**src/include/mem_subsys_config.svh**
```systemverilog
// Memory subsystem configuration
`ifndef MEM_SUBSYS_CONFIG_SVH
`define MEM_SUBSYS_CONFIG_SVH

// Word address and data widths
`define MEM_ADDR_W 12
`define MEM_DATA_W 16

// Burst shape and memory read pipeline depth
`define MEM_BURST 8
`define MEM_LATENCY 2

// Arbiter ports
`define MEM_CLIENTS 2

// Shared region, burst aligned
`define REGION_BASE 12'h100
`define REGION_WORDS 64

// Display FIFO
`define FETCH_DEPTH 16

`endif

```
**src/hw/mem_pkg.sv**
```systemverilog
// Memory subsystem types
`include "mem_subsys_config.svh"

package mem_pkg;

// Display view of a memory word
typedef struct packed {
	logic [4:0] red;
	logic [5:0] green;
	logic [4:0] blue;
} rgb565_t;

// The tester sees raw data, the display sees colour fields
typedef union packed {
	logic [`MEM_DATA_W-1:0] raw;
	rgb565_t rgb;
} mem_word_u;

// Client to arbiter
typedef struct packed {
	logic req;
	logic wr;
	logic [`MEM_ADDR_W-1:0] addr;
	mem_word_u wdata;
} mem_req_t;

// Arbiter to client
typedef struct packed {
	logic ack;
	logic valid;
	mem_word_u rdata;
} mem_rsp_t;

// Arbiter to memory, one word per cycle
typedef struct packed {
	logic en;
	logic wr;
	logic [`MEM_ADDR_W-1:0] addr;
	mem_word_u wdata;
} mem_cmd_t;

typedef struct packed {
	mem_word_u pix;
	logic sof;
} pixel_t;

// Arbiter port assignment
localparam int CL_TESTER = 0;
localparam int CL_FETCH = 1;

endpackage

```
**src/hw/frame_fetch.sv**
```systemverilog
// Display fetch engine
`timescale 1ns/1ps
`include "mem_subsys_config.svh"

module frame_fetch import mem_pkg::*; (
	input logic CLOCK_50,
	input logic rst,
	input logic scan_en,
	output mem_req_t req,
	input mem_rsp_t rsp,
	output pixel_t pixel,
	output logic pix_valid,
	input logic pix_ready
);

localparam int AW = `MEM_ADDR_W;
localparam int BURST = `MEM_BURST;
localparam int DEPTH = `FETCH_DEPTH;
localparam int WORDS = `REGION_WORDS;
localparam int PW = $clog2(DEPTH);
localparam int CNTW = $clog2(DEPTH + 1);
localparam int OFFW = $clog2(WORDS);
localparam logic [AW-1:0] BASE = `REGION_BASE;

mem_word_u fifo [DEPTH];
mem_word_u head;
logic [PW-1:0] wptr;
logic [PW-1:0] rptr;
logic [CNTW-1:0] count;
logic [CNTW-1:0] outstanding;
logic [CNTW:0] committed;
logic [OFFW-1:0] burst_off;
logic [OFFW-1:0] rd_off;
logic req_q;
logic raise;
logic push;
logic pop;

// Words queued plus words promised by requested bursts
assign committed = {1'b0, count} + {1'b0, outstanding};
assign raise = scan_en && !req_q && (int'(committed) < DEPTH - BURST);
assign push = rsp.valid;
assign pix_valid = (count != '0);
assign pop = pix_valid && pix_ready;

always_comb begin
	req.req = req_q;
	req.wr = 1'b0;
	req.addr = BASE + AW'(burst_off);
	req.wdata = '0;
end

// Burst requests walk the region in order and wrap
always_ff @(posedge CLOCK_50) begin
	if (rst) begin
		req_q <= 1'b0;
		burst_off <= '0;
		outstanding <= '0;
	end else begin
		if (raise) begin
			req_q <= 1'b1;
		end else if (req_q && rsp.ack) begin
			req_q <= 1'b0;
			burst_off <= (burst_off == OFFW'(WORDS - BURST)) ? '0 : burst_off + OFFW'(BURST);
		end
		outstanding <= outstanding + (raise ? CNTW'(BURST) : '0) - CNTW'(push);
	end
end

always_ff @(posedge CLOCK_50) begin
	if (push)
		fifo[wptr] <= rsp.rdata;
end

always_ff @(posedge CLOCK_50) begin
	if (rst) begin
		wptr <= '0;
		rptr <= '0;
		count <= '0;
		rd_off <= '0;
	end else begin
		if (push)
			wptr <= (wptr == PW'(DEPTH - 1)) ? '0 : wptr + 1'b1;
		if (pop) begin
			rptr <= (rptr == PW'(DEPTH - 1)) ? '0 : rptr + 1'b1;
			rd_off <= (rd_off == OFFW'(WORDS - 1)) ? '0 : rd_off + 1'b1;
		end
		count <= count + CNTW'(push) - CNTW'(pop);
	end
end

// Head word handed out as colour fields
assign head = fifo[rptr];

always_comb begin
	pixel.pix.rgb.red = head.rgb.red;
	pixel.pix.rgb.green = head.rgb.green;
	pixel.pix.rgb.blue = head.rgb.blue;
	pixel.sof = (rd_off == '0);
end

// Credit counting keeps the arbiter's read data from overrunning the queue
assert property (@(posedge CLOCK_50) disable iff (rst) push |-> (int'(count) != DEPTH))
	else $error("display FIFO written while full");

endmodule

```
**config.mk**
```make
export PLATFORM = sky130hd
export DESIGN_NAME = frame_fetch
export DESIGN_NICKNAME = d
export VERILOG_FILES = /design/src/hw/mem_pkg.sv /design/src/hw/frame_fetch.sv
export VERILOG_INCLUDE_DIRS = /design/src /design/src/include
export SDC_FILE = /design/constraint.sdc
export NUM_CORES = 1
export LEC_CHECK = 0
export ABC_AREA = 1
export BUFFER_PORTS_ARGS = -buffer_cell sky130_fd_sc_hd__clkbuf_2
export CAP_MARGIN = 0
export CORE_MARGIN = 2
export CORE_UTILIZATION = 23
export DETAILED_ROUTE_END_ITERATION = 6
export GPL_TIMING_DRIVEN = 0
export SLEW_MARGIN = 15
export SYNTH_ARGS = -nofsm -noshare
export SYNTH_HDL_FRONTEND = slang
export SYNTH_SLANG_ARGS = --single-unit
```
**constraint.sdc**
```tcl
create_clock -name CLOCK_50 -period 5.7 [get_ports CLOCK_50]
set_input_delay 0 -clock CLOCK_50 [delete_from_list [all_inputs] [get_ports CLOCK_50]]
set_output_delay 0 -clock CLOCK_50 [all_outputs]
set_load 0.02 [all_outputs]
```
Yosys cells after proc, flatten, opt, wreduce, memory -nomap -nowiden
Memories as Yosys holds them, arrays and structs flattened. A register that Yosys moved wholly into a read port is not among the register bits.
Cells that the tools add are included.
Widths: inputs -> output; s select.
Operators by class
  divide/modulo/power cells: 0
  add/subtract/negate cells: 10
  reductions and logical operators: 9
  bitwise gates (word level): 1
  multipliers: 0
  shift operators: 0
  magnitude comparators: 1
  equality and inequality tests: 4
  muxes and demuxes: 11
Operators with widths (number)
  $mux 4: 5
  $eq 6x6->1 const B: 2
  $mux 6: 2
  $add 9x6->10 const A: 1
  $sub 5x1->5: 2
  $add 4x1->4 const B: 2
  $eq 4x4->1 const B: 2
  $add 5x5->6: 1
  $add 6x1->6 const B: 1
  $add 6x4->6 const B: 1
  $logic_not 6->1: 1
  $lt 6x4->1 const B: 1
  $add 5x1->5: 1
  $add 5x4->5: 1
  $reduce_bool 5->1: 1
  $logic_and 1x1->1: 4
  $mux 1: 4
  $reduce_and 2->1: 1
  $reduce_bool 2->1: 1
  $logic_not 1->1: 1
  $not 1->1: 1
Storage, ports and cells
  memory bits (writable): 256
  memories: 1
  ROM bits: 0
  latch bits: 0
  flip-flop bits (word level): 31
  input port bits: 22
Memories
  fifo: words 16, width 16, rd ports 1, clocked after memory_dff 1, wr ports 1, RTL line frame_fetch.sv:25  | mem_word_u fifo [DEPTH];

Depth between registers and ports, before layout
  depth in word-level cells: 6
  mapped depth: 16
  gate-level depth less buffers: 15

Worst setup path after synthesis
No wires, ideal clock.
  kind: register to register
  from: register count[3]
  to: register count[4]
  setup slack: 3.167 ns
  required time: 5.587 ns
  buffers on the path: 1
  arrival time: 2.420 ns
  cell stages (with the launch flop): 16
  setup time: 0.113 ns
  cell sequence: dfxtp_1 inv_1 ha_1 nand3_1 nand2_2 inv_1 buf_4 ha_1 inv_1 ha_1 inv_1 fa_1 o21ai_0 a21oi_1 nor2_1 nor2_1
Between the ends
  cells in the longest elaborated chain, start to end: 3
RTL lines
  from (decl): RTL line frame_fetch.sv:29  | logic [CNTW-1:0] count;
  from (signal assigned): RTL line frame_fetch.sv:88  | count <= count + CNTW'(push) - CNTW'(pop);
  $reduce_bool 5->1: RTL line frame_fetch.sv:43  | assign pix_valid = (count != '0);
  via pix_valid: RTL line frame_fetch.sv:12  | output logic pix_valid,
  $logic_and 1x1->1: RTL line frame_fetch.sv:44  | assign pop = pix_valid && pix_ready;
  via pop: RTL line frame_fetch.sv:37  | logic pop;
  $sub 5x1->5: RTL line frame_fetch.sv:88
The timed path passes the listed nets, and every way through them passes these cells.
A chain may end at the register's enable or synchronous reset.

==> impl_metrics.yaml <==
sta:
  final_min_period_over_clock_period_pct: 49.1
  relSlewSlack_pct: 39.0
  fin_crit_ns: 2.80
  worstMarginPinSlew_ns: 0.914
  fin_tns_setup_ns: 0
  rsz0062_at_grt: "no"
  report.final.slew_viol_count: 0
  fmax_mhz: 358
  skew_ns: 0.0134
  hold_ws_ns: 0.0440
  final_hold_viol_count: 0
  setup_viol: 0
route:
  via_count: 8380
  remaining_drc_errors: 0
  postRouteAntennaNets: 0
  wl_mm: 33.2
  wl_per_cell_um: 17.4
  firstDrtPassIters: 5
  viasPerCell: 4.39
  drt_iter0_drc: 796
pwr:
  powerDensity_nw_per_um2: 380
  p_sw_share_pct: 31.1
  peakVddDrop_mv: 0.240
  leakage_nw: 5.50
  comb_power_share_pct: 24.4
  p_int_w: 0.00389
  pwr-share-seq_pct: 42.8
  clock_power_share_pct: 32.8
  p_total_w: 0.00564
  p_switching_w: 0.00176
setup_path:
  end_kind: "output pin"
  path_cells: "clkbuf_1, inv_1, buf_1, nand3_1, nand3_1, nand2_1, clkbuf_2"
  crit_fanout: 10
  slowest_delay_ns: 0.64
  path_buf_inv: 4
  cp.arrival_ns: 2.80
  cp_top_family: "buffers and inverters"
  critical_path_depth: 7
  worst-setup-path-type: "reg -> out"
  crit_top_cell: "nand3_1"
  reg2reg_depth: 16
  cp_slowest_cell: "buf_1"
  critical_path_required_ns: 5.70
  worst_setup_path_start_kind: "register"
clock_network:
  cts_resized: 0
  clock_latency_ns: 0.55
  cts_max_level: 1
  cts_tree: "done"
  cts.sink_count: 288
  clk_pin_slew_ns: 0.06
  clockBufferDepth: 3
  numCtsBuffers: 29
  root_buffer: "clkbuf_16"
synthesis:
  ys_seq_area_share_pct: 67.5
  ys.flop_type: "edfxtp_1"
  synth_area_um2: 12300
  synthDistinctLibCells: 27
  synth.ff_latch_count: 288
  syn_inst: 1067
  synth_edf_count: 256
  synth_area_per_cell_um2: 11.6
  synth_warnings: 0
  synth-async-reset-ratio_pct: 0
placed_design:
  place.gp.congestion: 0.822
  dp_hpwl_mm: 22.9
  io_buffers: 43
global_route:
  grt-ovfl-total: 0
  grt_max_degree: 17
  antenna_found_initial: 1
  grt_pass1_wl_mm: 49.2
  grt_pass1_vias: 8006
  grtUsageTotal_pct: 11.6
finish:
  final_cell_mix: "256 x edfxtp_1, 166 x inv_1, 116 x nand2_1"
  final.fill_count: 5413
  layout-drive-gt1-share_pct: 13.8
  area_delta_synth_final_pct: 20.4
  mostFrequentLayoutCell: "edfxtp_1"
  antenna_cells: 0
  nNetsFinal: 1246
floorplanning:
  ios: 70
  dieArea_um2: 55500
  fp.dieH_um: 236
  initial_core_util_pct: 23.4
  coreArea_um2: 52800
  rows: 84
  die_w_um: 236
outcome:
  outcome: "finished clean"
run:
  cap_violations: 0
min_path:
  hold_class: "in -> reg"
  holdPathStages: 1
cell families after synthesis:
logic type	Yosys count	synth area share, %
flops	288	67.5
simple gates	269	9.42
buf+inv	249	9.39
compound gates	230	10.7
fa+ha+maj	25	2.66
xor+xnor	4	0.284
other cells	2	0.0608
synth_stat cells, types with 3 or more instances:
library cell    n  area, um^2
edfxtp_1      256        7690
inv_1         166         623
nand2_1       116         435
nand3_1       111         556
a21oi_1        85         425
o21ai_0        76         380
o211ai_1       65         488
nor2_1         37         139
buf_4          32         240
dfxtp_1        32         641
clkbuf_1       23        86.3
ha_1           23         288
buf_6          12         135
buf_2          11        55.1
buf_1           5        18.8
xor2_1          3        26.3
sequential cells by signal (all words and copies together), names as in the netlist, named ones only:
name,count
count,5
outstanding,5
req_q,1
rptr,4
burst_off,3
wptr,4
rd_off,6
fifo,256
power groups by stage:
stage / combinational (W) / sequential, W / clock (W)
final: 0.00138 / 0.00241 / 0.00185
after global routing: 0.00153 / 0.00242 / 0.00196
after CTS: 0.00138 / 0.00241 / 0.00188
after detailed placement: 0.00136 / 0.00246 / 0
after global placement: 0.00133 / 0.00246 / 0
after floorplan: 0.000881 / 0.00245 / 0
layout make-up:
cell class                 instances  area [um^2]  area share (%)
inverter                         166          623            4.19
tap                              688          861            5.79
multi-input combinational        554         2990            20.1
timing repair buffer              77          602            4.05
buffer                            83          536            3.60
clock inverter                    13          109           0.733
clock buffer                      40          807            5.43
sequential                       288         8330            56.1
through the flow:
step | instances | cell area, um^2 | setup WS, ns | util (%)
finish | 1909 | 14900 | 2.90 | 28.2
detailed placement | 1835 | 13700 | 2.90 | 26.0
floorplan | 1091 | 12400 | 3.17 | -
global placement | 1822 | 13500 | 3.00 | 25.6
CTS | 1909 | 14900 | 2.89 | 28.2
global route | 1909 | 14900 | 2.70 | 28.2
per-layer routing:
metal  wire (um)  global-route usage [%]  up-vias
met5           8                       0        -
met4         625                    2.78        2
met3        2770                    2.29       47
met2       15300                    19.0      393
met1       14500                    15.6     4017
li1            -                       -     3921
final timing paths:
kind / from / to / slack, ns
setup / recovery: register / pixel[4] / 2.90
hold / removal: rsp[6] / fifo[0][6]$_DFFE_PP_ / 0.04
setup reg to reg: count[3]$_SDFF_PP0_ / count[4]$_SDFF_PP0_ / 2.92
hold reg to reg: rd_off[2]$_SDFFE_PP0P_ / rd_off[2]$_SDFFE_PP0P_ / 0.50
what timing repair did:
action / CTS / global route
endpoints found under the hold margin: 251 / 0
hold buffers: 21 / 0
buffers inserted: 0 / 0
No activity file was read; power rests on OpenSTA's default activity.
