<file path="src/include/mem_subsys_config.svh">
// Memory subsystem configuration
`ifndef MEM_SUBSYS_CONFIG_SVH
`define MEM_SUBSYS_CONFIG_SVH

// Word address and data widths
`define MEM_ADDR_W 12
`define MEM_DATA_W 16

// Burst shape and memory read pipeline depth
`define MEM_BURST 8
`define MEM_LATENCY 2

// Arbiter ports
`define MEM_CLIENTS 2

// Shared region, burst aligned
`define REGION_BASE 12'h100
`define REGION_WORDS 64

// Display FIFO
`define FETCH_DEPTH 16

`endif

</file>
<file path="src/hw/mem_pkg.sv">
// Memory subsystem types
`include "mem_subsys_config.svh"

package mem_pkg;

// Display view of a memory word
typedef struct packed {
	logic [4:0] red;
	logic [5:0] green;
	logic [4:0] blue;
} rgb565_t;

// The tester sees raw data, the display sees colour fields
typedef union packed {
	logic [`MEM_DATA_W-1:0] raw;
	rgb565_t rgb;
} mem_word_u;

// Client to arbiter
typedef struct packed {
	logic req;
	logic wr;
	logic [`MEM_ADDR_W-1:0] addr;
	mem_word_u wdata;
} mem_req_t;

// Arbiter to client
typedef struct packed {
	logic ack;
	logic valid;
	mem_word_u rdata;
} mem_rsp_t;

// Arbiter to memory, one word per cycle
typedef struct packed {
	logic en;
	logic wr;
	logic [`MEM_ADDR_W-1:0] addr;
	mem_word_u wdata;
} mem_cmd_t;

typedef struct packed {
	mem_word_u pix;
	logic sof;
} pixel_t;

// Arbiter port assignment
localparam int CL_TESTER = 0;
localparam int CL_FETCH = 1;

endpackage

</file>
<file path="src/hw/mem_arbiter.sv">
// Round-robin burst arbiter
`timescale 1ns/1ps
`include "mem_subsys_config.svh"

module mem_arbiter import mem_pkg::*; (
	input logic CLOCK_50,
	input logic rst,
	input mem_req_t client_req [`MEM_CLIENTS],
	output mem_rsp_t client_rsp [`MEM_CLIENTS],
	output mem_cmd_t cmd,
	input mem_word_u rdata,
	input logic rvalid
);

localparam int N = `MEM_CLIENTS;
localparam int AW = `MEM_ADDR_W;
localparam int BURST = `MEM_BURST;
localparam int CW = $clog2(BURST);
localparam int IW = (N > 1) ? $clog2(N) : 1;
localparam int OW = $clog2(BURST + 1);

logic active;
logic wr_q;
logic [IW-1:0] owner;
logic [IW-1:0] prio;
logic [IW-1:0] gnt_idx;
logic gnt_found;
logic [CW-1:0] cnt;
logic [AW-1:0] base;
logic [OW-1:0] rd_out;
logic [N-1:0] ack_vec;
logic [N-1:0] valid_q;
mem_word_u rdata_q;
logic idle;
logic last_cmd;
logic issue_rd;

// Idle only once the last read word has come back
assign idle = !active && (rd_out == '0);
assign last_cmd = active && (cnt == CW'(BURST - 1));
assign issue_rd = active && !wr_q;

// Search starts at the client after the one last served
always_comb begin
	int idx;
	gnt_found = 1'b0;
	gnt_idx = prio;
	for (int k = 0; k < N; k++) begin
		idx = int'(prio) + k;
		if (idx >= N)
			idx = idx - N;
		if (!gnt_found && client_req[idx].req) begin
			gnt_found = 1'b1;
			gnt_idx = IW'(idx);
		end
	end
end

always_ff @(posedge CLOCK_50) begin
	if (rst) begin
		active <= 1'b0;
		owner <= '0;
		prio <= '0;
		cnt <= '0;
		rd_out <= '0;
		valid_q <= '0;
	end else begin
		if (idle && gnt_found) begin
			active <= 1'b1;
			owner <= gnt_idx;
			cnt <= '0;
			prio <= (gnt_idx == IW'(N - 1)) ? '0 : gnt_idx + 1'b1;
		end else if (active) begin
			cnt <= cnt + 1'b1;
			if (last_cmd)
				active <= 1'b0;
		end
		rd_out <= rd_out + OW'(issue_rd) - OW'(rvalid);
		for (int i = 0; i < N; i++)
			valid_q[i] <= rvalid && (owner == IW'(i));
	end
end

// Burst parameters latched at grant
always_ff @(posedge CLOCK_50) begin
	if (idle && gnt_found) begin
		base <= client_req[gnt_idx].addr;
		wr_q <= client_req[gnt_idx].wr;
	end
	rdata_q <= rdata;
end

// Writes ack every word, reads only the first
always_comb begin
	for (int i = 0; i < N; i++)
		ack_vec[i] = active && (owner == IW'(i)) && (wr_q || cnt == '0);
end

always_comb begin
	cmd.en = active;
	cmd.wr = wr_q;
	cmd.addr = base + AW'(cnt);
	cmd.wdata = client_req[owner].wdata;
end

always_comb begin
	for (int i = 0; i < N; i++) begin
		client_rsp[i].ack = ack_vec[i];
		client_rsp[i].valid = valid_q[i];
		client_rsp[i].rdata = rdata_q;
	end
end

// Only the owner hears from the arbiter, even across a burst handover
assert property (@(posedge CLOCK_50) disable iff (rst) $onehot0(ack_vec | valid_q))
	else $error("ack or valid sent to more than one client");

endmodule

</file>
<file path="config.mk">
export PLATFORM = sky130hd
export DESIGN_NAME = mem_arbiter
export DESIGN_NICKNAME = d
export VERILOG_FILES = /design/src/hw/mem_pkg.sv /design/src/hw/mem_arbiter.sv
export VERILOG_INCLUDE_DIRS = /design/src /design/src/include
export SDC_FILE = /design/constraint.sdc
export NUM_CORES = 1
export LEC_CHECK = 0
export ABC_AREA = 1
export BUFFER_PORTS_ARGS = -buffer_cell sky130_fd_sc_hd__buf_2
export CORE_MARGIN = 2
export CORE_UTILIZATION = 42
export CTS_BUF_LIST = sky130_fd_sc_hd__clkbuf_8 sky130_fd_sc_hd__clkbuf_16
export DETAILED_ROUTE_END_ITERATION = 12
export GPL_TIMING_DRIVEN = 0
export MAX_ROUTING_LAYER = met4
export PLACE_DENSITY = 0.8
export SYNTH_ARGS = -nofsm -noshare
export SYNTH_HDL_FRONTEND = slang
export SYNTH_SLANG_ARGS = --single-unit
</file>
<file path="constraint.sdc">
create_clock -name CLOCK_50 -period 2.9 [get_ports CLOCK_50]
set_clock_uncertainty 0.15 [all_clocks]
set_input_delay 0.29 -clock CLOCK_50 [delete_from_list [all_inputs] [get_ports CLOCK_50]]
set_output_delay 0.29 -clock CLOCK_50 [all_outputs]
set_load 0.01 [all_outputs]
</file>
* Yosys cells after proc, flatten, opt, wreduce, memory -nomap -nowiden
Cells that the tools add are included.
** Storage, ports and cells
- Register bits after elaboration :: 41
- Input port bits :: 79
- Logic and storage cells :: 69
** Cells by class
- Add/subtract/negate cells :: 8
- Order comparisons :: 6
- Eq/ne operators :: 1
- Mux-type cells :: 22
- Bitwise gates (word level) :: 5
- Reduce and logical (&&, ||, !) cells :: 18
** Operators by type and width (number)
- $mux 30 :: 6
- $mux 29 :: 3
- $ge 32x2->1 const B :: 2
- $mux 32 :: 2
- $not 32->32 :: 2
- $mux 16 :: 3
- $add 12x3->12 :: 1
- $logic_and 1x1->1 :: 11
- $mux 1 :: 8
- $ge 2x2->1 const B :: 3
- $add 4x1->4 :: 1
- $logic_not 4->1 :: 1
- $not 1->2 :: 2
- $sub 4x1->4 :: 1
- $add 3x1->3 const B :: 1
- $eq 3x3->1 const B :: 1
- $logic_not 1->1 :: 3
- $logic_not 3->1 :: 1
- $sub 1x2->3 const B :: 1
- $sub 2x2->3 const B :: 1
- $add 1x1->2 const B :: 1
- $ge 1x2->1 const B :: 1
- $reduce_or 2->1 :: 1
- $add 1x1->1 const B :: 1
- other kinds (2) :: 2

* Longest topological paths before layout
Gate-level depths: netlist of run 1.
- Word-level depth :: 14
- Mapped depth :: 11
- Gate-level depth less buffers :: 11

* Worst setup path before layout of run 1
No wires, ideal clock.
- Path kind :: register -> register
- From :: register active
- To :: register rd_out[2]
- Arrival :: 1.797 ns
- Data required time :: 2.624 ns
- Slack :: 0.827 ns
- Cell stages (with the launch flop) :: 9
- Path buffers :: 0
- Clock period less this slack :: 2.073 ns
- Cell sequence :: dfxtp_1 inv_2 or2_2 ha_1 inv_1 ha_1 fa_1 xnor2_1 nor2_1
** On the way
- Longest elaborated chain between the ends :: 3
** RTL lines
- start: declaration :: RTL line mem_arbiter.sv:22 : logic active;
- start signal: assignment :: RTL line mem_arbiter.sv:61 : active <= 1'b0;
- start signal: assignment :: RTL line mem_arbiter.sv:69 : active <= 1'b1;
- start signal: assignment :: RTL line mem_arbiter.sv:76 : active <= 1'b0;
- $logic_and 1x1->1 :: RTL line mem_arbiter.sv:41 : assign issue_rd = active && !wr_q;
- $add 4x1->4 :: RTL line mem_arbiter.sv:78 : rd_out <= rd_out + OW'(issue_rd) - OW'(rvalid);
- $sub 4x1->4 :: RTL line mem_arbiter.sv:78
- end signal: assignment :: RTL line mem_arbiter.sv:78
- end: declaration :: RTL line mem_arbiter.sv:30 : logic [OW-1:0] rd_out;
No other way between the ends.
A chain may end at the register's enable or synchronous reset.

==> summary.md, run 1 <==
| Metric | Value |
|---|---|
| Area growth, synth to finish | `47.9%` |
| Initial Util | `43.8%` |
| Initial DRC Count | `80` |
| Gpl congestion | `0.808` |
| WP data arrival | `roughly 2.0 ns` |
| CTS buffer count | `5` |
| Clock tree root driver cell | `clkbuf_8` |
| Layout Nets | `551` |
| DIE AREA | `approximately 5900 µm²` |
| Leading area contributor after synthesis | `dfxtp_1` |
| Slew HR | `slightly below 70%` |
| Ant diodes | `0` |
| Total grt overflow | `0` |
| CP Launch Type | `flop` |
| Longest Clk Path Bufs | `2` |
| Delay-heaviest family, CP | `adder cells` |
| Crit. End Element | `output port` |
| Die W | `between 70 and 80 µm` |
| IO Port Bufs | `about 140` |
| Synthesized area per cell | `roughly 7.6 µm²` |
| Total power | `2.28 mW` |
| Setup TNS | `0 ns` |
| Largest net degree at the start of global routing | `14` |
| WS Path Type | `flop to output port` |
| TritonCTS clock tree | `done` |
| Post-synthesis sequential area ratio | `a little over two fifths` |
| Post-DP HPWL | `between 4 and 5 mm` |
| Hold Worst Slack | `0.104 ns` |
| Synth Register Bits | `~40` |
| Pleak | `roughly 1.9 nW` |
| Max FO, Critical Path | `7` |
| Worst-Skew Late Latency | `between 0.2 and 0.3 ns` |
| Sink Count | `a little over 40` |
| Cell Pwr Density | `~690 nW/µm²` |
| Setup Viol. Count Final | `0` |
| Ratio of cells with drive above 1 in the final layout | `39.8%` |
| Post-route ant nets | `0` |
| RSZ-0062 raised after global routing | `false` |
| Period utilization | `82.7%` |
| Worst path slowest cell | `fa_1` |
| Final worst path period need | `~2.4 ns` |
| Worst-path clk slew | `approximately 0.070 ns` |
| Die Y | `slightly below 80 µm` |
| Initial antenna violation count | `0` |
| Crit path cell chain | `ha_1, inv_1, fa_1, o21ai_4, nand3_1, nand2_1, nand2_1, buf_2` |
| Peak supply drop | `about 0.4 mV` |
| Synth area leaders | `dfxtp_1, nand2_1, edfxtp_1` |
| Mean routed wirelength per cell | `around 11 µm` |
| DR vias | `between 2000 and 2500` |
| Residual DRC count | `0` |
| Post-CTS Repair Setup Buffers | `0` |
| CP required | `about 2.5 ns` |
| Worst slew pin tran | `approximately 0.47 ns` |
| CP most frequent cell | `nand2_1` |
| Row cnt | `26` |
| Syn nets | `just under 400` |
| Max-cap violations | `0` |
| CP bufs+invs | `2` |
| Synthesized area | `2230 µm²` |
| Fmax | `417 MHz` |
| Vias per cell | `~4.4` |
| Synth warn | `0` |
| H-tree Lvls | `2` |
| Slowest stage delay, CP | `0.44 ns` |
| WL final | `5.80 mm` |
| Worst min path class | `primary input to flop` |
| Vias in the first global route | `roughly 2300` |
| Setup slack, reg-to-reg | `~0.59 ns` |
| Io pins | `around 150` |
| Status | `completed` |
| Final hold vios | `0` |
| First-pass GRT wire length | `slightly below 10 mm` |
| Cell count after synthesis | `~300` |
| Max-slew violations | `0` |
| Core ar. | `around 5000 µm²` |
| Post-synth cell types | `26` |
| TritonRoute pass-1 iters | `4` |
| Total GRT Usage | `20.6%` |
| Share of the synthesized area in the top cell type | `25.1%` |
## synthesized netlist by cell type
| cell type | count |
|---|---|
| a21oi_1 | 7 |
| a21oi_2 | 1 |
| buf_2 | 2 |
| buf_4 | 21 |
| buf_6 | 1 |
| clkbuf_1 | 1 |
| dfxtp_1 | 28 |
| edfxtp_1 | 13 |
| fa_1 | 2 |
| ha_1 | 11 |
| inv_1 | 31 |
| inv_2 | 2 |
| nand2_1 | 118 |
| nand2_2 | 2 |
| nand3_1 | 18 |
| nand3_2 | 1 |
| nand3b_1 | 4 |
| nand4_1 | 3 |
| nor2_1 | 15 |
| nor2_4 | 1 |
| nor3_1 | 4 |
| o21ai_4 | 1 |
| or2_0 | 1 |
| or2_2 | 1 |
| xnor2_1 | 2 |
| xor2_1 | 2 |
## where the power goes
part | internal [mW] | leakage, nW | total (mW) | switching [mW]
Combinational | 0.429 | 1.46 | 1.02 | 0.587
Clock | 0.252 | 0.0593 | 0.444 | 0.192
Sequential | 0.737 | 0.355 | 0.821 | 0.0842
## timing repair
item / 4_1_cts / 5_1_grt
hold buffers: 16 / 0
gates resized for setup: 0 / 0
hold endpoints to repair: 16 / 0
## worst min-delay path, cell delays in order
cell and delay, ns:
buf_2 0.10, inv_1 0.06, nor3_1 0.04
## area by class of cell
class,instances,area [µm²]
inverter,33,124
fill,416,1800
clock buffer,5,68.8
clock inverter,3,38.8
buffer,25,183
tap,70,87.6
multi-input combinational,194,977
timing repair buffer,159,876
sequential,41,951
## state kept, by name, indices dropped and copies added, names as in the netlist
register / flops
wr_q: 1
prio: 1
rd_out: 4
active: 1
base: 12
owner: 1
rdata_q: 16
cnt: 3
valid_q: 2
## stage by stage
step                cells  setup slack [ns]  instance area, µm²  utilization [%]
CTS                   530             0.480                3310             64.7
detailed placement    506             0.594                3040             59.5
global route          530             0.299                3310             64.7
global placement      506             0.684                3040             59.5
finish                530             0.502                3310             64.7
floorplan             293             0.827                2230                -
## worst paths after layout
kind	from	endpoint	cells after the start
setup / recovery	cnt[0]$_SDFFE_PP0P_	cmd[26]	8
hold / removal	rvalid	valid_q[1]$_SDFF_PP0_	3
setup reg to reg	active$_SDFF_PP0_	rd_out[2]$_SDFF_PP0_	8
hold reg to reg	cnt[0]$_SDFFE_PP0P_	cnt[0]$_SDFFE_PP0P_	2
## layout by cell type (no fill, tap or decap)
| cell type | netlist | final |
|---|---|---|
| nor2_1 | 15 | 15 |
| nor3_1 | 4 | 4 |
| buf_6 | 1 | 1 |
| buf_4 | 21 | 21 |
| or2_0 | 1 | 1 |
| or2_2 | 1 | 1 |
| inv_2 | 2 | 2 |
| bufinv_16 | 0 | 1 |
| nand3_1 | 18 | 18 |
| xor2_1 | 2 | 2 |
| xnor2_1 | 2 | 2 |
| fa_1 | 2 | 2 |
| nand2_1 | 118 | 118 |
| a21oi_2 | 1 | 1 |
| inv_1 | 31 | 32 |
| nand3_2 | 1 | 1 |
| ha_1 | 11 | 11 |
| o21ai_4 | 1 | 1 |
| buf_2 | 2 | 145 |
| nand4_1 | 3 | 3 |
| dlygate4sd3_1 | 0 | 16 |
| nand3b_1 | 4 | 4 |
| clkbuf_8 | 0 | 5 |
| dfxtp_1 | 28 | 28 |
| nor2_4 | 1 | 1 |
| clkbuf_1 | 1 | 1 |
| a21oi_1 | 7 | 7 |
| nand2_2 | 2 | 2 |
| edfxtp_1 | 13 | 13 |
| clkinv_2 | 0 | 1 |
## per-layer routing
layer / global-route usage, % / up-vias / routed length (µm)
met1: 22.1 / 1031 / 2420
met2: 37.5 / 82 / 2930
met4: 6.73 / 0 / 81
met3: 4.71 / 8 / 365
li1: - / 1221 / -
met5: - / - / 0
## logic make-up (layout without fill, tap and decap cells)
| kind of cell | count (synthesis) | in the layout | synth area share (%) |
|---|---|---|---|
| compound gates | 9 | 9 | 2.69 |
| xor+xnor | 4 | 4 | 1.57 |
| buf+inv | 58 | 225 | 13.7 |
| flops | 41 | 41 | 42.6 |
| fa+ha+maj | 13 | 13 | 7.95 |
| simple gates | 168 | 168 | 31.5 |
Note: power is estimated with default switching activity, not from simulation.
==> inputs of run 2 (changes only) <==
CORE_UTILIZATION = 38   (was 42)
PLACE_DENSITY = 0.76   (was 0.8)
clock period = 2.2 ns   (was 2.9 ns; I/O delays follow)
==> run 2 against run 1 <==
Compared with the run above:
- core utilization down 4.8 points
- routed wire length up 0.19%
- die area up 10%
- cell count up 1.3%
- first-iteration DRC count up 10%
- largest cell class unchanged
- critical path type unchanged
- total power up 34%
- hold slack worse by 0.073 ns
- largest power group unchanged
- via count down 0.77%
- non-clock buffer count up 5
==> summary.md, run 2 (same netlist as run 1, synthesis figures left out) <==
| Metric | Value |
|---|---|
| H-tree Lvls | `2 (unchanged)` |
| Largest regs | `rdata_q (16), base (12), rd_out (4) (unchanged)` |
| Residual DRC count | `0 (unchanged)` |
| CTS buffer count | `5 (unchanged)` |
| Layout Nets | `556 (was 551)` |
| Total GRT Usage | `18.4% (was 20.6%)` |
| Worst slew pin tran | `0.471 ns (was 0.466 ns)` |
| Die W | `80.7 µm (was 76.9 µm)` |
| Longest Clk Path Bufs | `2 (unchanged)` |
| Largest net degree at the start of global routing | `14 (unchanged)` |
| Crit. End Element | `output port (unchanged)` |
| Placed cell area | `3040 µm² (about the same)` |
| Io pins | `145 (unchanged)` |
| Largest register FFs | `16 (unchanged)` |
| Clock tree root driver cell | `clkbuf_8 (unchanged)` |
| Mean routed wirelength per cell | `10.8 µm (was 10.9 µm)` |
| Fin area | `3360 µm² (was 3310 µm²)` |
| Max-cap violations | `0 (unchanged)` |
| Setup Viol. Count Final | `0 (unchanged)` |
| Cell Pwr Density | `907 nW/µm² (was 690 nW/µm²)` |
| TritonCTS clock tree | `done (unchanged)` |
| Post-route ant nets | `0 (unchanged)` |
| RSZ-0062 raised after global routing | `true (was false)` |
| Final WS setup | `0.0141 ns (was 0.502 ns)` |
| WP data arrival | `1.82 ns (was 1.96 ns)` |
| Worst min path class | `primary input to flop (unchanged)` |
| CP required | `1.83 ns (was 2.46 ns)` |
| Core ar. | `5610 µm² (was 5110 µm²)` |
| DIE AREA | `6510 µm² (was 5920 µm²)` |
| Worst-path clk slew | `0.08 ns (was 0.07 ns)` |
| Setup TNS | `0 ns (unchanged)` |
| Status | `completed (unchanged)` |
| Post-Route Utilization | `60.0% (was 64.7%)` |
| Sink Count | `41 (unchanged)` |
| Max-slew violations | `0 (unchanged)` |
| Ratio of cells with drive above 1 in the final layout | `41.7% (was 39.8%)` |
| First-pass GRT wire length | `9.23 mm (was 9.79 mm)` |
| CP Launch Type | `flop (unchanged)` |
| Total power | `3.05 mW (was 2.28 mW)` |
| Post-DP HPWL | `4.45 mm (about the same)` |
| WS Path Type | `flop to output port (unchanged)` |
| TritonRoute pass-1 iters | `4 (unchanged)` |
| Peak supply drop | `0.545 mV (was 0.390 mV)` |
| Initial antenna violation count | `0 (unchanged)` |
| Gpl congestion | `0.838 (was 0.808)` |
| Largest Register | `rdata_q (unchanged)` |
| Most common cell after layout, fill and taps aside | `buf_2 (unchanged)` |
| Worst-Skew Late Latency | `0.29 ns (about the same)` |
| Initial Util | `39.8% (was 43.8%)` |
| Period utilization | `between 90 and 100%` |
| Final Non-Filler Cells | `537 (was 530)` |
| Fmax | `457 MHz` |
| Commonest cells after routing, fill and taps aside | `buf_2, nand2_1, inv_1 (unchanged)` |
| Pleak | `1.90 nW (was 1.88 nW)` |
| Post-Place Cells | `508 (was 506)` |
| Die Y | `80.7 µm (was 76.9 µm)` |
| Dpl ws | `-0.0581 ns (was 0.594 ns)` |
| Max FO, Critical Path | `7 (unchanged)` |
| Initial DRC Count | `88 (was 80)` |
| Row cnt | `27 (was 26)` |
| Total grt overflow | `0 (unchanged)` |
| IO Port Bufs | `143 (unchanged)` |
| WL final | `5.81 mm (was 5.80 mm)` |
| DR vias | `2324 (was 2342)` |
| Vias per cell | `4.33 (was 4.42)` |
| Slew HR | `68.5% (was 68.9%)` |
| Vias in the first global route | `2232 (was 2313)` |
| Final hold vios | `0 (unchanged)` |
| Ant diodes | `0 (unchanged)` |
| Final worst path period need | `around 2.2 ns` |
| Hold Worst Slack | `0.0311 ns (was 0.104 ns)` |
| Area growth, synth to finish | `50.4% (was 47.9%)` |
[run 2: power by group]
| part | leakage [nW] | total (mW) | internal [mW] | switching (mW) |
|---|---|---|---|---|
| Clock | 0.0570 | 0.576 | 0.330 | 0.246 |
| Sequential | 0.356 | 1.08 | 0.977 | 0.104 |
| Combinational | 1.49 | 1.39 | 0.598 | 0.796 |
| Total | 1.90 | 3.05 | 1.91 | 1.15 |
[run 2: cell type report]
class / instances / area [µm²]
clock inverter: 3 / 37.5
buffer: 25 / 183
multi-input combinational: 194 / 990
clock buffer: 5 / 68.8
inverter: 33 / 124
fill: 519 / 2250
timing repair buffer: 164 / 913
sequential: 41 / 956
tap: 72 / 90.1
[run 2: final timing paths]
kind | end | slack [ns] | start | cells past startpoint
setup reg to reg | rd_out[1]$_SDFF_PP0_ | 0.11 | wr_q$_DFFE_PP_ | 7
setup / recovery | cmd[26] | 0.01 | base[0]$_DFFE_PP_ | 8
hold reg to reg | prio$_SDFFE_PP0P_ | 0.37 | prio$_SDFFE_PP0P_ | 2
hold / removal | valid_q[0]$_SDFF_PP0_ | 0.03 | rvalid | 3
[run 2: per-layer routing]
layer	GRT usage, %	wire (µm)	vias to the layer above
li1	-	-	1230
met2	33.3	2980	91
met5	-	0	-
met4	5.25	63	0
met3	4.38	428	7
met1	20.2	2340	996
[run 2: critical path, cell delays in order (launching register included)]
cell      delay, ns
edfxtp_1       0.36
ha_2           0.19
inv_2          0.04
fa_2           0.36
o21ai_4        0.23
nand3_2        0.09
nand2_1        0.07
nand2_1        0.05
buf_2          0.13
[run 2: timing repair]
item | in CTS | in global routing
endpoints found under the hold margin | 16 | 0
hold buffers | 16 | 0
setup buffers | 0 | 5
pin swaps | 1 | 4
gates cloned | 0 | 0
endpoints found under the setup margin | 6 | 5
resized for setup | 3 | 5
