`src/include/mem_subsys_config.svh`:
```
// Memory subsystem configuration
`ifndef MEM_SUBSYS_CONFIG_SVH
`define MEM_SUBSYS_CONFIG_SVH

// Word address and data widths
`define MEM_ADDR_W 12
`define MEM_DATA_W 16

// Burst shape and memory read pipeline depth
`define MEM_BURST 8
`define MEM_LATENCY 2

// Arbiter ports
`define MEM_CLIENTS 2

// Shared region, burst aligned
`define REGION_BASE 12'h100
`define REGION_WORDS 64

// Display FIFO
`define FETCH_DEPTH 16

`endif

```
`src/hw/mem_pkg.sv`:
```
// Memory subsystem types
`include "mem_subsys_config.svh"

package mem_pkg;

// Display view of a memory word
typedef struct packed {
	logic [4:0] red;
	logic [5:0] green;
	logic [4:0] blue;
} rgb565_t;

// The tester sees raw data, the display sees colour fields
typedef union packed {
	logic [`MEM_DATA_W-1:0] raw;
	rgb565_t rgb;
} mem_word_u;

// Client to arbiter
typedef struct packed {
	logic req;
	logic wr;
	logic [`MEM_ADDR_W-1:0] addr;
	mem_word_u wdata;
} mem_req_t;

// Arbiter to client
typedef struct packed {
	logic ack;
	logic valid;
	mem_word_u rdata;
} mem_rsp_t;

// Arbiter to memory, one word per cycle
typedef struct packed {
	logic en;
	logic wr;
	logic [`MEM_ADDR_W-1:0] addr;
	mem_word_u wdata;
} mem_cmd_t;

typedef struct packed {
	mem_word_u pix;
	logic sof;
} pixel_t;

// Arbiter port assignment
localparam int CL_TESTER = 0;
localparam int CL_FETCH = 1;

endpackage

```
`src/hw/mem_tester.sv`:
```
// Memory self-test client
`timescale 1ns/1ps
`include "mem_subsys_config.svh"

module mem_tester import mem_pkg::*; (
	input logic CLOCK_50,
	input logic rst,
	input logic start,
	input logic fault,
	input logic [`MEM_DATA_W-1:0] key,
	output mem_req_t req,
	input mem_rsp_t rsp,
	output logic busy,
	output logic done,
	output logic fail
);

localparam int AW = `MEM_ADDR_W;
localparam int DW = `MEM_DATA_W;
localparam int BURST = `MEM_BURST;
localparam int WORDS = `REGION_WORDS;
localparam int CW = $clog2(BURST);
localparam int OFFW = $clog2(WORDS);
localparam logic [AW-1:0] BASE = `REGION_BASE;

typedef enum logic [2:0] {
	S_IDLE,
	S_WR_GO,
	S_WR,
	S_RD_GO,
	S_RD,
	S_RD_DATA
} state_t;

state_t state;
logic req_q;
logic [OFFW-1:0] burst_off;
logic [CW-1:0] word;
logic [DW-1:0] key_q;
logic fault_q;
mem_word_u wdata_q;
logic [AW-1:0] burst_addr;
logic [AW-1:0] word_addr;
logic [DW-1:0] expected;
logic last_word;
logic last_burst;

// Test pattern, address XOR key
function automatic logic [DW-1:0] pattern(input logic [AW-1:0] a, input logic [DW-1:0] k);
	return DW'(a) ^ k;
endfunction

assign burst_addr = BASE + AW'(burst_off);
assign word_addr = burst_addr + AW'(word);
assign expected = pattern(word_addr, key_q);
assign last_word = (word == CW'(BURST - 1));
assign last_burst = (burst_off == OFFW'(WORDS - BURST));

always_comb begin
	req.req = req_q;
	req.wr = (state == S_WR);
	req.addr = burst_addr;
	req.wdata = wdata_q;
end

always_ff @(posedge CLOCK_50) begin
	if (rst) begin
		state <= S_IDLE;
		req_q <= 1'b0;
		burst_off <= '0;
		word <= '0;
		busy <= 1'b0;
		done <= 1'b0;
		fail <= 1'b0;
	end else begin
		done <= 1'b0;
		case (state)
		S_IDLE:
			if (start) begin
				busy <= 1'b1;
				fail <= 1'b0;
				burst_off <= '0;
				state <= S_WR_GO;
			end
		S_WR_GO: begin
			req_q <= 1'b1;
			word <= '0;
			state <= S_WR;
		end
		S_WR:
			if (rsp.ack) begin
				word <= word + 1'b1;
				if (last_word) begin
					req_q <= 1'b0;
					burst_off <= last_burst ? '0 : burst_off + OFFW'(BURST);
					state <= last_burst ? S_RD_GO : S_WR_GO;
				end
			end
		S_RD_GO: begin
			req_q <= 1'b1;
			word <= '0;
			state <= S_RD;
		end
		S_RD:
			if (rsp.ack) begin
				req_q <= 1'b0;
				state <= S_RD_DATA;
			end
		S_RD_DATA:
			if (rsp.valid) begin
				word <= word + 1'b1;
				if (rsp.rdata.raw != expected)
					fail <= 1'b1;
				if (last_word) begin
					if (last_burst) begin
						busy <= 1'b0;
						done <= 1'b1;
						burst_off <= '0;
						state <= S_IDLE;
					end else begin
						burst_off <= burst_off + OFFW'(BURST);
						state <= S_RD_GO;
					end
				end
			end
		default: state <= S_IDLE;
		endcase
	end
end

// Key and fault hold for the whole run
always_ff @(posedge CLOCK_50) begin
	if (state == S_IDLE && start) begin
		key_q <= key;
		fault_q <= fault;
	end
	// First word of a burst is the faulted one
	if (state == S_WR_GO)
		wdata_q.raw <= pattern(burst_addr, key_q) ^ {DW{fault_q}};
	else if (state == S_WR && rsp.ack)
		wdata_q.raw <= pattern(word_addr + 1'b1, key_q);
end

endmodule

```
`config.mk`:
```
export PLATFORM = sky130hd
export DESIGN_NAME = mem_tester
export DESIGN_NICKNAME = d
export VERILOG_FILES = /design/src/hw/mem_pkg.sv /design/src/hw/mem_tester.sv
export VERILOG_INCLUDE_DIRS = /design/src /design/src/include
export SDC_FILE = /design/constraint.sdc
export NUM_CORES = 1
export LEC_CHECK = 0
export BUFFER_PORTS_ARGS = -buffer_cell sky130_fd_sc_hd__buf_2
export CAP_MARGIN = 20
export CORE_AREA = 2 2 71 73
export CTS_CLUSTER_SIZE = 10
export DETAILED_ROUTE_END_ITERATION = 12
export DIE_AREA = 0 0 73 75
export PLACE_DENSITY = 0.77
export REMOVE_ABC_BUFFERS = 1
export SYNTH_ARGS = -nofsm -noshare
export SYNTH_HDL_FRONTEND = slang
export SYNTH_SLANG_ARGS = --single-unit
```
`constraint.sdc`:
```
create_clock -name CLOCK_50 -period 4.4 [get_ports CLOCK_50]
set_input_delay 0.22 -clock CLOCK_50 [delete_from_list [all_inputs] [get_ports CLOCK_50]]
set_output_delay 0.22 -clock CLOCK_50 [all_outputs]
set_load 0.01 [all_outputs]
```
# Word-level counts from Yosys, hierarchy flattened
# Index checks and enable logic that the tools add are counted.
[op_classes]
bitwise_logic = 7
muxes = 34
reduce_logical = 16
add_sub_neg = 5
n_eq_ne = 16
[op_table]
columns = ["operator", "count"]
rows = [
  ["16-bit two-way mux", 2],
  ["6-bit two-way mux", 5],
  ["3-bit two-way mux", 8],
  ["3-bit one-hot mux with 6 select lines", 1],
  ["6-bit one-hot mux with 3 select lines", 1],
  ["16-bit inequality test", 1],
  ["10-bit by 16-bit XOR with 16-bit output", 1],
  ["11-bit by 16-bit XOR with 16-bit output", 1],
  ["12-bit by 16-bit XOR with 16-bit output", 1],
  ["16-bit XOR", 1],
  ["11-bit by 1-bit adder with 12-bit output, second input constant", 1],
  ["2-bit inequality test, second input constant", 6],
  ["4-bit AND reduction", 3],
  ["10-bit by 3-bit adder with 11-bit output", 1],
  ["1-bit two-way mux", 11],
  ["9-bit by 6-bit adder with 10-bit output, first input constant", 1],
  ["3-bit equality test, second input constant", 3],
  ["3-bit one-hot mux with 3 select lines", 1],
  ["3-bit nonzero test", 3],
  ["6-bit by 4-bit adder with 6-bit output, second input constant", 1],
  ["3-bit by 2-bit equality test with 1-bit output, second input constant", 2],
  ["6-bit equality test, second input constant", 1],
  ["6-bit AND reduction", 1],
  ["5-bit AND reduction", 1],
  ["13 further kinds", 20],
]
[word_totals]
inputBits = 38
reg_bits = 49

# Longest topological paths before layout
# Gate-level depths: netlist of run 1.
[logic_depth]
ltp_word = 7
depth_mapped = 7
depth_no_buf = 7

# Worst setup path after synthesis of run 1
# No wires, ideal clock.
[synth_path]
path_kind = "reg2reg"
startpoint = "register state[2]"
endpoint = "register fail"
t_arrival_ns = 3.003
n_path_buf = 1
path_slack_ns = 1.267
period_less_slack_ns = 3.133
path_stages_with_launch = 7
path_cell_list = "dfxtp_1 > buf_2 > nor4b_1 > nand2b_1 > nand3_1 > nor3_1 > a221oi_1"
[synth_via]
elab_chain_len = 3
word_cells_on_any_way = 8
cone_classes = "eq/ne (4); mux (1); reduce/logical (3)"
[synth_lines]
columns = ["item", "line_no", "text"]
rows = [
  ["from (decl)", "mem_tester.sv:35", "state_t state;"],
  ["from (signal assigned)", "mem_tester.sv:96", "state <= last_burst ? S_RD_GO : S_WR_GO;"],
  ["3-bit equality test / 3-bit zero test (equally long branches)", "mem_tester.sv:77", "case (state)"],
  ["2-bit inequality test (no line) / 2-bit nonzero test (equally long branches)", "--", ""],
  ["4-bit AND reduction (no line)", "--", ""],
  ["to (signal assigned)", "mem_tester.sv:74", "fail <= 1'b0;"],
  ["to (signal assigned)", "mem_tester.sv:81", "fail <= 1'b0;"],
  ["to (signal assigned)", "mem_tester.sv:113", "fail <= 1'b1;"],
  ["to (decl)", "mem_tester.sv:15", "output logic fail"],
]
# Parallel ways exist; a longest one is shown, timed or not.
# A chain may end at the register's enable or synchronous reset.

# Final worst setup path of run 1
[layout_path]
startpoint = "register state[0]"
endpoint = "register wdata_q[5] (netlist bit) (enable)"
[layout_via]
elab_chain_len = 3
word_cells_on_any_way = 4
cone_classes = "eq/ne (2); reduce/logical (2)"
[layout_lines]
columns = ["item", "line_no", "text"]
rows = [
  ["3-bit by 2-bit equality test with 1-bit output", "mem_tester.sv:140", "else if (state == S_WR && rsp.ack)"],
  ["1-bit logical AND", "mem_tester.sv:140", ""],
  ["2-bit nonzero test (no line) *", "--", ""],
  ["to (decl)", "mem_tester.sv:41", "mem_word_u wdata_q;"],
]
# Every way passes the cells marked *; elsewhere a longest branch is shown, timed or not.

==> metrics, run 1 <==
core area=between 4000 and 5000 um^2; hold path startpoint=key[7]; WP data arrival=2.17 ns; Final WS setup=2.16 ns; worst min path class=primary input to flop; H-tree levels=2; Seq cells post-synth=between 40 and 50; gr usage total=0.167; DRT Pass-1 Iters=4; WL/cell=14.4 um; Reg-to-Reg End=wdata_q[5]$_DFFE_PP_; post-route design area=2720 um^2; Hold EP=key_q[7]$_DFFE_PP_; yosys warns=0; Max Cap Violations=0; final hold vios=0; prevailing post-synth register cell=edfxtp_1; Max Slew Vio Count=0; Final GP Congestion=roughly 0.9; CP Launch Type=flop; syn_area_per_cell=about 11 um^2; unrepaired setup endpoints after global routing=no; fin nets=303; TritonCTS clock tree=yes; routed vias/inst=slightly above 5; Worst Skew=0.00515 ns; register-to-register setup slack=2.16 ns; worst endpoint required time=approximately 4.3 ns; largest net degree at the start of global routing=19; # DRC=0; share of the synthesized area in the top cell type=0.429; initial antenna violation count=0; Worst-Skew Late Latency=roughly 0.3 ns; DPL Wire Length=roughly 3.4 mm; mapped cell area=around 2300 um^2; Lkg Pwr=1.10 nW; status=complete, no violations; Post-DRT Antenna Nets=0; number of core rows=25; Fin Setup TNS=0 ns; crit path kind=flop to flop; CTS Root Buffer Type=clkbuf_8; most common cell in the netlist=edfxtp_1; top cells by area, synth=edfxtp_1 43%, dfxtp_1 11%, xnor2_1 11%; Max FO, Critical Path=18; Hold Buf Count CTS=0; FF-to-FF Start=state[0]$_SDFFE_PP0P_; Synth cell types=41; fillcell total=approximately 400; Die X=between 70 and 80 um; CTS clock-pin slew for the worst setup and hold paths=about 0.090 ns; post-CTS setup buffer count=0; Ports=71; Syn-to-layout area delta=17.8%; DRT iter0 DRCs=88; CP Capture Type=flop; Slew @ Worst Pin=0.667 ns; global-route wire length before repair=between 6 and 7 mm; Post-Syn Instances=just over 200; Rel. slew slack=0.554; Die Ht=about 75 um; IO Port Bufs=61; Synth async-reset ratio=0; routed wire length=about 4.5 mm; hold_ws=~0.087 ns; CTS resizes=0; placed inst area=around 2600 um^2; post-synthesis sequential area ratio=0.541; layout cells sized above 1=0.279; vias in the first global route=roughly 1500; Post-synth top cells=33 x edfxtp_1, 28 x xnor2_1, 13 x dfxtp_1, 13 x nand2_1, 12 x nor2_1; Synth area leader=edfxtp_1; Final min period=2.24 ns; EDFF count, synth=33; initial core utilization=0.496; hold path cells=1; DP Worst Slack=2.19 ns; Worst Reg-to-Reg Cells=3; die area=between 5000 and 6000 um^2; gr ovfl total=0; Clock Sinks=46; Final period util=0.508; antenna cell count=0; Clock Path Buffers=2; Power Density=453 nW/um^2; Peak Freq=447 MHz; # setup viols final=0; TritonCTS Buffers=5; vias=around 1600; total power=around 1.2 mW; peak supply drop=about 0.26 mV
worst max-delay path, stage by stage, from the launching register on:
cell and delay, ns:
dfxtp_1 0.71, inv_2 0.15, or3_1 0.47, nand2_1 0.53
how the worst max path moves through the flow:
stage	start	end	slack, ns	depth (start not counted)
after global routing	state[0]$_SDFFE_PP0P_	wdata_q[3]$_DFFE_PP_	2.02	3
final	state[0]$_SDFFE_PP0P_	wdata_q[5]$_DFFE_PP_	2.16	3
after global placement	state[0]$_SDFFE_PP0P_	wdata_q[12]$_DFFE_PP_	2.26	3
after floorplan	state[0]$_SDFFE_PP0P_	fail$_SDFFE_PP0P_	1.26	5
after detailed placement	state[0]$_SDFFE_PP0P_	wdata_q[14]$_DFFE_PP_	2.19	3
after CTS	state[0]$_SDFFE_PP0P_	wdata_q[5]$_DFFE_PP_	2.17	3
placed cells by master (no fill, tap or decap), drive strengths merged, types with 2 or more instances in the layout:
| cell | synthesis | layout |
|---|---|---|
| inv | 4 | 5 |
| nand3 | 2 | 2 |
| nand4 | 2 | 2 |
| dfxtp | 13 | 13 |
| nand2 | 13 | 13 |
| buf | 15 | 62 |
| nor2 | 12 | 12 |
| a22o | 2 | 2 |
| ha | 4 | 4 |
| a21oi | 11 | 11 |
| xnor2 | 28 | 28 |
| nor2b | 2 | 2 |
| nand2b | 3 | 3 |
| nor3b | 2 | 2 |
| o21ai | 7 | 7 |
| a31oi | 2 | 2 |
| a2bb2oi | 2 | 2 |
| nor4b | 2 | 2 |
| nor3 | 5 | 5 |
| edfxtp | 33 | 33 |
| mux2i | 3 | 3 |
| o22ai | 2 | 2 |
| or4b | 2 | 2 |
| xor2 | 11 | 11 |
| o31ai | 2 | 2 |
| and2 | 3 | 3 |
| clkbuf | 3 | 5 |
| conb | 2 | 9 |
cells by family after synthesis:
| family | Yosys count | share of synthesized area |
|---|---|---|
| AO/OA/AOI/OAI | 34 | 0.0953 |
| XOR/XNOR | 39 | 0.148 |
| adder cells (fa/ha/maj) | 4 | 0.0217 |
| buffers and inverters | 22 | 0.0558 |
| flip-flops | 46 | 0.541 |
| multiplexers | 3 | 0.0130 |
| other | 2 | 0.00325 |
| AND/OR/NAND/NOR | 53 | 0.122 |
state kept, by name, indices dropped and copies added, names as in the netlist:
register	flops
burst_off	3
busy	1
done	1
fail	1
fault_q	1
key_q	16
req_q	1
state	3
wdata_q	16
word	3
stage by stage:
| step | utilization | cells |
|---|---|---|
| 2_1_floorplan | - | 192 |
| 6_report | 0.584 | 316 |
| 3_5_place_dp | 0.560 | 308 |
| 3_3_place_gp | 0.560 | 308 |
| 5_1_grt | 0.584 | 316 |
| 4_1_cts | 0.584 | 316 |
cell type report:
cell class | instances | area [um^2] | share of cell area
sequential | 46 | 1250 | 0.460
multi-input combinational | 142 | 963 | 0.354
timing repair buffer | 62 | 313 | 0.115
clock buffer | 5 | 68.8 | 0.0253
tap | 54 | 67.6 | 0.0248
clock inverter | 3 | 43.8 | 0.0161
inverter | 4 | 15.0 | 0.00551
power by group:
| group | total (mW) | internal (mW) | switching (mW) |
|---|---|---|---|
| Sequential | 0.615 | 0.563 | 0.0525 |
| Combinational | 0.299 | 0.134 | 0.166 |
| Clock | 0.317 | 0.170 | 0.147 |
routing by layer:
metal	share of wire	GRT usage
met1	0.42	0.214
met2	0.51	0.269
met3	0.048	0.0388
met4	0.020	0.0761
met5	0	0
No activity file was read; power rests on OpenSTA's default activity.
==> run 2: changes to the inputs <==
--- a/config.mk
+++ b/config.mk
@@ -8,11 +8,11 @@
 export LEC_CHECK = 0
 export BUFFER_PORTS_ARGS = -buffer_cell sky130_fd_sc_hd__buf_2
 export CAP_MARGIN = 20
-export CORE_AREA = 2 2 71 73
+export CORE_AREA = 2 2 74 76
 export CTS_CLUSTER_SIZE = 10
 export DETAILED_ROUTE_END_ITERATION = 12
-export DIE_AREA = 0 0 73 75
-export PLACE_DENSITY = 0.77
+export DIE_AREA = 0 0 76 78
+export PLACE_DENSITY = 0.75
 export REMOVE_ABC_BUFFERS = 1
 export SYNTH_ARGS = -nofsm -noshare
 export SYNTH_HDL_FRONTEND = slang
==> constraint.sdc (replaced) <==
create_clock -name CLOCK_50 -period 1.9 [get_ports CLOCK_50]
set_input_delay 0.095 -clock CLOCK_50 [delete_from_list [all_inputs] [get_ports CLOCK_50]]
set_output_delay 0.095 -clock CLOCK_50 [all_outputs]
set_load 0.01 [all_outputs]
==> metrics, run 2 (same netlist as run 1, synthesis figures left out) <==
DPL Wire Length=3.67 mm; most common library cell in the layout ignoring fill and taps=buf_2; vias in the first global route=between 1500 and 2000; # setup viols final=0; logic gate share of total power=0.300; register-to-register setup slack=about 0.071 ns; Sw Ratio=0.307; largest net degree at the start of global routing=18; most frequent cells in the layout=61 x buf_2, 33 x edfxtp_1, 28 x xnor2_1, 17 x dlygate4sd3_1, 17 x buf_4; Die Ht=78 um; Clk pwr share=0.213; initial antenna violation count=0; Max Slew Vio Count=0; Peak Freq=547 MHz; worst min path class=primary input to flop; Post-DRT Antenna Nets=0; hold path startpoint=rsp[17]; core area=roughly 5000 um^2; met3 wire length=approximately 310 um; slowest CP cell=or4b_1; post-route design area=3030 um^2; antenna cell count=0; peak supply drop=0.468 mV; Lkg Pwr=1.24 nW; crit path kind=flop to flop; worst endpoint required time=2.15 ns; wl on met1=2.03 mm; fillcell total=430; Multi-input gate area=slightly below 1000 um^2; Ports=71; WL met2=roughly 2.5 mm; Worst Skew=0.0197 ns; Clock Path Buffers=2; routed wire length=around 4.9 mm; # DRC=0; vias=around 1800; CTS Root Buffer Type=clkbuf_8; die area=between 5000 and 6000 um^2; post-CTS setup buffer count=0; Fin Setup TNS=0 ns; unrepaired setup endpoints after global routing=yes; Power Density=938 nW/um^2; number of core rows=26; Final GP Congestion=0.926; DR top layer=met4; initial core utilization=0.458; post-layout util=0.601; Largest regs=key_q: 16 flops, wdata_q: 16 flops; Syn-to-layout area delta=31.1%; WL/cell=roughly 13 um; Reg power frac=0.487; layout cells sized above 1=0.325; Critical Path, Cell by Cell=ha_1, ha_2, nand2_1, a31oi_2, o22ai_2, or4b_1, a21oi_1; gr usage total=0.169; fin nets=336; TritonCTS clock tree=yes; WP data arrival=approximately 2.1 ns; gr ovfl total=0; CP Capture Type=flop; DRT iter0 DRCs=between 60 and 70; TritonCTS Buffers=5; total power=between 2 and 3 mW; Clock Sinks=46; Reg-to-Reg End=burst_off[5]$_SDFFE_PP0P_; Max Cap Violations=0; switching pwr=872 uW; status=complete, no violations; Final min period=1.83 ns; FF-to-FF Start=word[0]$_SDFFE_PP0P_; Hold EP=req_q$_SDFFE_PP0P_; Int Pwr=a little under 2 mW; hold_ws=roughly 0.056 ns; Worst-Skew Late Latency=~0.31 ns; hold path cells=2; Final period util=0.962; routed vias/inst=roughly 4.8; Reg area=1260 um^2; H-tree levels=2; CP Launch Type=flop; DRT Pass-1 Iters=4; Worst Reg-to-Reg Cells=7; IO Port Bufs=roughly 60; CTS clock-pin slew for the worst setup and hold paths=approximately 0.10 ns; Max FO, Critical Path=4; global-route wire length before repair=about 7.9 mm; Die X=about 76 um; CP peak stage delay=~0.5 ns; placed inst area=roughly 2800 um^2; final hold vios=0
-- run 2: cell types whose count changed in the layout (fill, tap and decap cells not counted), moves of 4 or more --
cell,delta
dlygate4sd3_1,+17
dfxtp_1,-4
dfxtp_2,+4
buf_4,+16
-- run 2: layout make-up --
cell class | instances | share of cell area
Clock buffer | 5 | 0.0227
Inverter | 4 | 0.00495
Sequential cell | 46 | 0.415
Timing Repair Buffer | 95 | 0.199
Multi-Input combinational cell | 142 | 0.323
Clock inverter | 3 | 0.00702
Tap cell | 70 | 0.0289
-- run 2: worst max-delay path, delay by kind of cell (launching register included) --
family | cells | cell delay [ns]
simple gates | 2 | 0.57
compound gates | 3 | 0.50
fa+ha+maj | 2 | 0.37
flops | 1 | 0.34
-- run 2: how the worst max path moves through the flow --
| stage | startpoint | endpoint | slack [ns] | depth (start not counted) |
|---|---|---|---|---|
| 2_1_floorplan | state[0]$_SDFFE_PP0P_ | fail$_SDFFE_PP0P_ | -1.24 | 5 |
| 3_3_place_gp | word[0]$_SDFFE_PP0P_ | burst_off[4]$_SDFFE_PP0P_ | 0.08 | 7 |
| 4_1_cts | word[0]$_SDFFE_PP0P_ | burst_off[4]$_SDFFE_PP0P_ | 0.006 | 7 |
| 3_5_place_dp | word[0]$_SDFFE_PP0P_ | burst_off[4]$_SDFFE_PP0P_ | 0.01 | 7 |
| 6_report | word[0]$_SDFFE_PP0P_ | burst_off[5]$_SDFFE_PP0P_ | 0.07 | 7 |
| 5_1_grt | word[0]$_SDFFE_PP0P_ | burst_off[4]$_SDFFE_PP0P_ | -0.02 | 7 |
-- run 2: per-layer routing --
| layer | global-route usage | vias to the layer above |
|---|---|---|
| met3 | 0.0360 | 10 |
| met1 | 0.203 | 795 |
| met5 | 0 | - |
| met2 | 0.300 | 70 |
| li1 | - | 888 |
| met4 | 0.0655 | 0 |
-- run 2: power by group through the flow --
stage	clock network [mW]	logic, mW	registers, mW
2_1_floorplan	0	0.415	1.48
3_3_place_gp	0	0.804	1.40
3_5_place_dp	0	0.815	1.41
4_1_cts	0.609	0.852	1.38
5_1_grt	0.642	0.927	1.41
6_report	0.605	0.851	1.38
-- run 2: timing repair --
action / 4_1_cts / 5_1_grt
setup endpoints to repair: 2 / 3
resized for setup: 1 / 6
pin swaps: 1 / 3
hold buffers: 17 / 0
endpoints found under the hold margin: 17 / 0
-- run 2: through the flow --
stage | setup slack, ns | instances
final | 0.0715 | 365
after global routing | -0.0236 | 365
after CTS | 0.00552 | 365
after detailed placement | 0.0105 | 340
after global placement | 0.0824 | 340
after floorplan | -1.24 | 192
